$ cat config.mk
export PLATFORM = sky130hd
export DESIGN_NAME = uart_sync_top
export DESIGN_NICKNAME = d
export VERILOG_FILES = /design/src/uart_pkg.sv /design/src/uart_sync_top.sv /design/src/uart_rx_shift.sv /design/src/uart_rx_ctrl.sv /design/src/uart_tx_shift.sv /design/src/uart_tx_ctrl.sv /design/src/uart_bit_timer.sv
export VERILOG_INCLUDE_DIRS = /design/src
export SDC_FILE = /design/constraint.sdc
export NUM_CORES = 1
export LEC_CHECK = 0
export BUFFER_PORTS_ARGS = -buffer_cell sky130_fd_sc_hd__buf_4
export CAP_MARGIN = 10
export CORE_MARGIN = 4
export CORE_UTILIZATION = 25
export CTS_BUF_LIST = sky130_fd_sc_hd__clkbuf_16
export DETAILED_ROUTE_END_ITERATION = 7
export GPL_ROUTABILITY_DRIVEN = 0
export HOLD_SLACK_MARGIN = 0.06
export SLEW_MARGIN = 25
export SYNTH_ARGS = -nofsm -noshare
export SYNTH_HDL_FRONTEND = slang
export SYNTH_SLANG_ARGS = --single-unit
export TNS_END_PERCENT = 30
$ cat constraint.sdc
create_clock -name clk -period 2.8 [get_ports clk]
set_input_delay 0.14 -clock clk [delete_from_list [all_inputs] [get_ports clk]]
set_output_delay 0.14 -clock clk [all_outputs]
set_load 0.05 [all_outputs]
$ cat src/uart_config.svh
// UART build configuration
`ifndef UART_CONFIG_SVH
`define UART_CONFIG_SVH

// data bits per frame
`define UART_DATA_WIDTH 8

// clock cycles per bit, must be even and at least 4
// 16 keeps simulation short, 868 gives 115200 baud from 100 MHz
`define UART_CLK_DIVISOR 16

`endif
$ cat src/uart_pkg.sv
// UART shared types
`include "uart_config.svh"

package uart_pkg;

    // one data word
    typedef logic [`UART_DATA_WIDTH-1:0] data_t;

    // bit timer count, holds divisor minus one
    typedef logic [$clog2(`UART_CLK_DIVISOR)-1:0] baud_cnt_t;

    // data bit index within a frame
    typedef logic [3:0] bit_cnt_t;

    // stop, data and start bits of one transmit frame
    typedef logic [`UART_DATA_WIDTH+1:0] frame_t;

    typedef enum logic [1:0] {
        TX_IDLE,
        TX_START,
        TX_DATA,
        TX_STOP
    } tx_state_e;

    typedef enum logic [1:0] {
        RX_IDLE,
        RX_START,
        RX_DATA,
        RX_STOP
    } rx_state_e;

    // strobes from an FSM to its datapath
    typedef struct packed {
        logic load;
        logic shift;
    } shift_ctl_s;

    typedef struct packed {
        data_t data;
        logic  frame_err;
    } rx_word_s;

endpackage

$ cat src/uart_sync_top.sv
// UART top level
`timescale 1ns/1ps

module uart_sync_top (
    input  logic            clk,
    input  logic            rst_n,
    input  uart_pkg::data_t tx_data,
    input  logic            tx_valid,
    output logic            tx_ready,
    output logic            txd,
    input  logic            rxd,
    output uart_pkg::data_t rx_data,
    output logic            rx_valid,
    output logic            frame_err
);
    import uart_pkg::*;

    logic       tx_run;
    logic       tx_tick;
    shift_ctl_s tx_ctl;

    logic       rx_run;
    logic       rx_half;
    logic       rx_tick;
    logic       rx_fall;
    logic       rx_level;
    logic       rx_stop_bad;
    shift_ctl_s rx_ctl;
    rx_word_s   rx_word;

    // transmit path
    uart_bit_timer u_tx_timer (
        .clk   (clk),
        .rst_n (rst_n),
        .run   (tx_run),
        .half  (1'b0),
        .tick  (tx_tick)
    );

    uart_tx_ctrl u_tx_ctrl (
        .clk      (clk),
        .rst_n    (rst_n),
        .tx_valid (tx_valid),
        .tx_ready (tx_ready),
        .tick     (tx_tick),
        .run      (tx_run),
        .ctl      (tx_ctl)
    );

    uart_tx_shift u_tx_shift (
        .clk     (clk),
        .rst_n   (rst_n),
        .tx_data (tx_data),
        .ctl     (tx_ctl),
        .txd     (txd)
    );

    // receive path
    uart_bit_timer u_rx_timer (
        .clk   (clk),
        .rst_n (rst_n),
        .run   (rx_run),
        .half  (rx_half),
        .tick  (rx_tick)
    );

    uart_rx_ctrl u_rx_ctrl (
        .clk      (clk),
        .rst_n    (rst_n),
        .fall     (rx_fall),
        .rxd_s    (rx_level),
        .tick     (rx_tick),
        .run      (rx_run),
        .half     (rx_half),
        .ctl      (rx_ctl),
        .stop_bad (rx_stop_bad)
    );

    uart_rx_shift u_rx_shift (
        .clk      (clk),
        .rst_n    (rst_n),
        .rxd      (rxd),
        .ctl      (rx_ctl),
        .stop_bad (rx_stop_bad),
        .fall     (rx_fall),
        .rxd_s    (rx_level),
        .rx_word  (rx_word),
        .rx_valid (rx_valid)
    );

    assign rx_data   = rx_word.data;
    assign frame_err = rx_word.frame_err;

endmodule

$ cat src/uart_rx_shift.sv
// UART receive synchronizer and shift register
`timescale 1ns/1ps
`include "uart_config.svh"

module uart_rx_shift (
    input  logic                 clk,
    input  logic                 rst_n,
    input  logic                 rxd,
    input  uart_pkg::shift_ctl_s ctl,
    input  logic                 stop_bad,
    output logic                 fall,
    output logic                 rxd_s,
    output uart_pkg::rx_word_s   rx_word,
    output logic                 rx_valid
);
    import uart_pkg::*;

    logic  rxd_meta;
    logic  rxd_d;
    data_t data_sr;

    assign fall = rxd_d & ~rxd_s;

    // two-stage sync, plus one more stage for edge detect
    always_ff @(posedge clk or negedge rst_n) begin
        if (!rst_n) begin
            rxd_meta <= 1'b1;
            rxd_s    <= 1'b1;
            rxd_d    <= 1'b1;
            rx_word  <= '0;
            rx_valid <= 1'b0;
        end else begin
            rxd_meta <= rxd;
            rxd_s    <= rxd_meta;
            rxd_d    <= rxd_s;
            rx_valid <= ctl.load;
            if (ctl.load) begin
                rx_word.data      <= data_sr;
                rx_word.frame_err <= stop_bad;
            end
        end
    end

    // lsb arrives first and ends up at bit 0
    always_ff @(posedge clk) begin
        if (ctl.shift) begin
            data_sr <= {rxd_s, data_sr[`UART_DATA_WIDTH-1:1]};
        end
    end

endmodule

$ cat src/uart_rx_ctrl.sv
// UART receive control FSM
`timescale 1ns/1ps
`include "uart_config.svh"

module uart_rx_ctrl (
    input  logic                 clk,
    input  logic                 rst_n,
    input  logic                 fall,
    input  logic                 rxd_s,
    input  logic                 tick,
    output logic                 run,
    output logic                 half,
    output uart_pkg::shift_ctl_s ctl,
    output logic                 stop_bad
);
    import uart_pkg::*;

    localparam bit_cnt_t LAST_BIT = bit_cnt_t'(`UART_DATA_WIDTH - 1);

    rx_state_e state_q;
    bit_cnt_t  bit_cnt_q;

    assign run  = (state_q != RX_IDLE);
    // timer takes this only in its first run cycle
    assign half = (state_q == RX_START);

    // every tick after the start check lands mid-bit
    assign ctl.shift = tick & (state_q == RX_DATA);
    assign ctl.load  = tick & (state_q == RX_STOP);
    assign stop_bad  = (state_q == RX_STOP) & ~rxd_s;

    always_ff @(posedge clk or negedge rst_n) begin
        if (!rst_n) begin
            state_q   <= RX_IDLE;
            bit_cnt_q <= '0;
        end else begin
            case (state_q)
                RX_IDLE: begin
                    if (fall) begin
                        state_q <= RX_START;
                    end
                end
                RX_START: begin
                    if (tick) begin
                        // line back high at mid start bit means a glitch
                        if (!rxd_s) begin
                            state_q   <= RX_DATA;
                            bit_cnt_q <= '0;
                        end else begin
                            state_q <= RX_IDLE;
                        end
                    end
                end
                RX_DATA: begin
                    if (tick) begin
                        if (bit_cnt_q == LAST_BIT) begin
                            state_q <= RX_STOP;
                        end else begin
                            bit_cnt_q <= bit_cnt_q + 1'b1;
                        end
                    end
                end
                RX_STOP: begin
                    // idle from mid stop bit, ready for the next fall
                    if (tick) begin
                        state_q <= RX_IDLE;
                    end
                end
                default: begin
                    state_q <= RX_IDLE;
                end
            endcase
        end
    end

endmodule

$ cat src/uart_tx_shift.sv
// UART transmit shift register
`timescale 1ns/1ps
`include "uart_config.svh"

module uart_tx_shift (
    input  logic                 clk,
    input  logic                 rst_n,
    input  uart_pkg::data_t      tx_data,
    input  uart_pkg::shift_ctl_s ctl,
    output logic                 txd
);
    import uart_pkg::*;

    frame_t frame_q;

    // ones shift in from the top so the line rests high after stop
    always_ff @(posedge clk) begin
        if (ctl.load) begin
            frame_q <= {1'b1, tx_data, 1'b0};
        end else if (ctl.shift) begin
            frame_q <= {1'b1, frame_q[`UART_DATA_WIDTH+1:1]};
        end
    end

    // registered line driver
    always_ff @(posedge clk or negedge rst_n) begin
        if (!rst_n) begin
            txd <= 1'b1;
        end else if (ctl.load) begin
            txd <= 1'b0;
        end else if (ctl.shift) begin
            txd <= frame_q[1];
        end
    end

endmodule

$ cat src/uart_tx_ctrl.sv
// UART transmit control FSM
`timescale 1ns/1ps
`include "uart_config.svh"

module uart_tx_ctrl (
    input  logic                clk,
    input  logic                rst_n,
    input  logic                tx_valid,
    output logic                tx_ready,
    input  logic                tick,
    output logic                run,
    output uart_pkg::shift_ctl_s ctl
);
    import uart_pkg::*;

    localparam bit_cnt_t LAST_BIT = bit_cnt_t'(`UART_DATA_WIDTH - 1);

    tx_state_e state_q;
    bit_cnt_t  bit_cnt_q;

    // ready again in the last cycle of the stop bit, so frames can abut
    assign tx_ready = (state_q == TX_IDLE) || ((state_q == TX_STOP) && tick);
    assign run      = (state_q != TX_IDLE);

    assign ctl.load  = tx_valid & tx_ready;
    assign ctl.shift = run & tick;

    always_ff @(posedge clk or negedge rst_n) begin
        if (!rst_n) begin
            state_q   <= TX_IDLE;
            bit_cnt_q <= '0;
        end else begin
            case (state_q)
                TX_IDLE: begin
                    if (ctl.load) begin
                        state_q <= TX_START;
                    end
                end
                TX_START: begin
                    if (tick) begin
                        state_q   <= TX_DATA;
                        bit_cnt_q <= '0;
                    end
                end
                TX_DATA: begin
                    if (tick) begin
                        if (bit_cnt_q == LAST_BIT) begin
                            state_q <= TX_STOP;
                        end else begin
                            bit_cnt_q <= bit_cnt_q + 1'b1;
                        end
                    end
                end
                TX_STOP: begin
                    if (tick) begin
                        // a waiting word goes straight into its start bit
                        if (ctl.load) begin
                            state_q <= TX_START;
                        end else begin
                            state_q <= TX_IDLE;
                        end
                    end
                end
                default: begin
                    state_q <= TX_IDLE;
                end
            endcase
        end
    end

endmodule

$ cat src/uart_bit_timer.sv
// UART bit period timer
`timescale 1ns/1ps
`include "uart_config.svh"

module uart_bit_timer (
    input  logic clk,
    input  logic rst_n,
    input  logic run,
    input  logic half,
    output logic tick
);
    import uart_pkg::*;

    localparam baud_cnt_t FULL_TERM = baud_cnt_t'(`UART_CLK_DIVISOR - 1);
    localparam baud_cnt_t HALF_TERM = baud_cnt_t'(`UART_CLK_DIVISOR / 2 - 1);

    baud_cnt_t cnt_q;
    baud_cnt_t term;
    logic      run_q;
    logic      half_q;
    logic      first;
    logic      half_sel;

    // half mode is picked up in the first run cycle only
    assign first    = run & ~run_q;
    assign half_sel = first ? half : half_q;
    assign term     = half_sel ? HALF_TERM : FULL_TERM;
    assign tick     = run & (cnt_q == term);

    always_ff @(posedge clk or negedge rst_n) begin
        if (!rst_n) begin
            cnt_q  <= '0;
            run_q  <= 1'b0;
            half_q <= 1'b0;
        end else begin
            run_q <= run;
            if (!run || tick) begin
                cnt_q <= '0;
            end else begin
                cnt_q <= cnt_q + 1'b1;
            end
            // later periods are always full
            if (!run || tick) begin
                half_q <= 1'b0;
            end else if (first) begin
                half_q <= half;
            end
        end
    end

endmodule

==> out/metrics.yaml <==
floorplanning:
  core_um2: 9774
  die_area_um2: 11720
  start_util_pct: 25.72
  die_w_um: 108.3
  die_h_um: 108.3
  boundaryPins: 24
  num_rows: 36
synth:
  yosys-top-cells-count: "34 x dfrtp_1, 17 x o21ai_0, 16 x edfxtp_1"
  synth_top_family_by_area: "compound AO/OA/AOI/OAI gates"
  yosys.area.top_type: "dfrtp_1"
  synth_edf_count: 16
  synth_area_um2: 2514
  yosysSeqAreaShare_pct: 57.14
  yosysMostFrequentCell: "dfrtp_1"
  synth_mux_area_share_pct: 5.774
  synthSimpleGateAreaFrac_pct: 14.48
  yosys-top-cells-area: "dfrtp_1 34%, edfxtp_1 19%, mux2_2 4.5%"
  synth_flop_cell: "dfrtp_1"
  synth-seq-cells: 54
  yosysUniqueCellTypes: 52
  synthArstFlopShare_pct: 70.37
  synth_top_area_share_pct: 33.85
  synth_fa_ha_area_share_pct: 3.982
  synthCells: 213
  syn_avg_cell_area_um2: 11.80
  syn-num-nets: 233
  synth_xor_area_share_pct: 1.742
  ys_warn_count: 0
  synth-compound-area-share_pct: 14.73
power_and_ir_drop:
  p_seq_share_pct: 43.8
  ir_worst_vdd_uv: 338.9
  comb_power_share_pct: 30.3
  p_sw_share_pct: 34.55
  intPower_uw: 1607
  p_leak_uw: 0.001288
  p_clk_share_pct: 25.9
  power_switching_uw: 848.1
  cellPowerDensity_nw_per_um2: 817.5
sta:
  rsz0062_at_grt: "no"
  fmax_mhz: 508.8
  setup_viol: 0
  fin_skew_ns: 0.005845
  slew_headroom_pct: 50.49
  finalHoldViolCount: 0
  final-max-slew-violation-count: 0
  fin_crit_sh_pct: 70.20
  period_needed_ns: 1.966
  setup_tns_ns: 0
  tightestPinTransition_ns: 0.7412
  finalWorstSetupSlack_ns: 0.8345
worst_setup_path:
  critical_path.startpoint: "u_tx_ctrl.state_q[0]"
  worst-path-buf-inv: 2
  endpoint_kind: "flop"
  critPathMaxFanout: 9
  cp.arrival_ns: 2.15
  path_class: "flop to flop"
  reg2reg_depth: 6
  r2r_slack_ns: 0.83
  cp.required_ns: 2.98
  critical_path_depth: 6
  reg2reg_to: "u_tx_ctrl.state_q[1]"
  cpMaxStageDelayCell: "dfrtp_1"
  critical_path.cell_chain: "inv_1 > ha_1 > clkinv_1 > o2111a_1 > o21bai_1 > mux2_2"
  cp_top_family: "compound AO/OA/AOI/OAI gates"
  start_kind: "flop"
  r2r_start: "u_tx_ctrl.state_q[0]"
  max_stage_delay_ns: 0.42
drt:
  dr.pass1.iters: 4
  via_count: 1696
  drt-total-wl_um: 4492
  ant_nets: 0
  drcViolationCount: 0
  avgViaCountPerCell: 4.547
  detail_route.wl_per_cell_um: 12.04
  drt-initial-drc-count: 57
layout:
  post-route-util_pct: 30.72
  nets: 259
  num_antenna_cells: 0
  postLayoutCellArea_um2: 3003
  final_cells: 373
  area_delta_synth_final_pct: 19.46
  drive_gt1_share_pct: 22.08
clock_tree:
  cts-root-buf: "clkbuf_16"
  cts_sinks: 54
  cts_buffers: 5
  htree_levels: 2
  cts_tree: "done"
  path_clk_slew_ns: 0.07
  clock_latency_ns: 0.29
  clockBufferDepth: 2
flow_run:
  max_cap_viol_count: 0
global_routing:
  grt_pass1_wl_um: 8114
  grt_max_degree: 39
  grt_overflow: 0
  antenna_found_initial: 0
  grt_pass1_vias: 1745
  track_usage_pct: 8.469
place:
  dp_slack_ns: 0.8173
  dp.cells: 363
  post-dp-hpwl_um: 3068
  place_area_um2: 2829
  io_buffers: 23
worst_hold_path:
  hp-class: "input port to flop"
  hold-path-endpoint: "u_tx_shift.txd"
  hold_depth: 2
  hold_start: "tx_valid"
run_status:
  status: "complete, no violations"
-- repair_timing --
item                                   4_1_cts  5_1_grt
setup buffers                                0        0
endpoints found under the hold margin       35        0
resized for setup                            0        0
hold buffers                                 2        0
-- logic make-up after synthesis --
group / count (synthesis)
AO/OA/AOI/OAI: 52
buffers and inverters: 13
flip-flops: 54
adder cells (fa/ha/maj): 8
multiplexers: 12
AND/OR/NAND/NOR: 69
XOR/XNOR: 5
-- through the flow --
stage / hold slack, ns / power, uW
after floorplan: -0.1556 / 1656
after global placement: 0.1432 / 1821
after detailed placement: 0.1483 / 1840
after CTS: 0.1468 / 2495
after global routing: 0.1819 / 2643
final: 0.1601 / 2455
-- worst max-delay path by stage --
stage                       endpoint  slack [ns]
6_report        u_tx_ctrl.state_q[1]        0.83
5_1_grt        u_rx_shift.data_sr[1]        0.65
4_1_cts        u_rx_shift.data_sr[1]        0.81
3_5_place_dp   u_rx_shift.data_sr[3]        0.82
3_3_place_gp   u_rx_shift.data_sr[2]        0.91
2_1_floorplan   u_tx_ctrl.state_q[1]        0.94
-- layout by cell type (no fill, tap or decap), types with 2 or more instances in the layout --
master | netlist | routed
a21oi_1 | 6 | 6
a22oi_1 | 2 | 2
a32o_1 | 3 | 3
a32oi_1 | 7 | 7
and3_1 | 3 | 3
buf_4 | 1 | 24
clkbuf_16 | 0 | 5
clkinv_4 | 0 | 2
dfrtp_1 | 34 | 34
dfstp_2 | 4 | 4
dlygate4sd3_1 | 0 | 2
edfxtp_1 | 16 | 16
ha_1 | 8 | 8
inv_1 | 5 | 5
mux2_2 | 10 | 10
nand2_1 | 15 | 15
nand3_1 | 14 | 14
nor2_1 | 15 | 15
nor2b_1 | 2 | 2
nor3_1 | 6 | 6
o2111a_1 | 2 | 2
o21a_1 | 2 | 2
o21ai_0 | 17 | 17
o21bai_1 | 2 | 2
o22ai_1 | 2 | 2
xor2_1 | 4 | 4
-- state kept, by name, indices dropped and copies added, names as in the netlist, 2 cells and up, named ones only --
signal and count:
u_rx_timer.cnt_q 4, u_rx_shift.data_sr 8, u_tx_ctrl.state_q 2, u_tx_ctrl.bit_cnt_q 4, u_tx_timer.cnt_q 4, u_rx_ctrl.bit_cnt_q 4
u_tx_shift.frame_q 8, u_rx_shift.rx_word 9
-- power groups by stage --
stage | registers [uW] | clock network [uW] | logic (uW)
floorplan | 1090 | 0 | 570
global placement | 1080 | 0 | 738
detailed placement | 1090 | 0 | 748
CTS | 1080 | 664 | 754
global route | 1100 | 698 | 846
finish | 1080 | 636 | 744
-- area by class of cell --
type	instances	area, um2
Inverter	6	22.52
Sequential cell	54	1436
Clock inverter	3	28.78
Clock buffer	5	125.1
Timing Repair Buffer	26	200.2
Fill cell	1004	6771
Multi-Input combinational cell	146	1023
Tap cell	133	166.4
-- metal layers --
metal | global-route usage (%) | wire length [um]
met1 | 11.46 | 2183
met3 | 2.567 | 236
met4 | 2.435 | 37
met2 | 13.10 | 2035
met5 | 0 | 0
No activity file was read; power rests on OpenSTA's default activity.
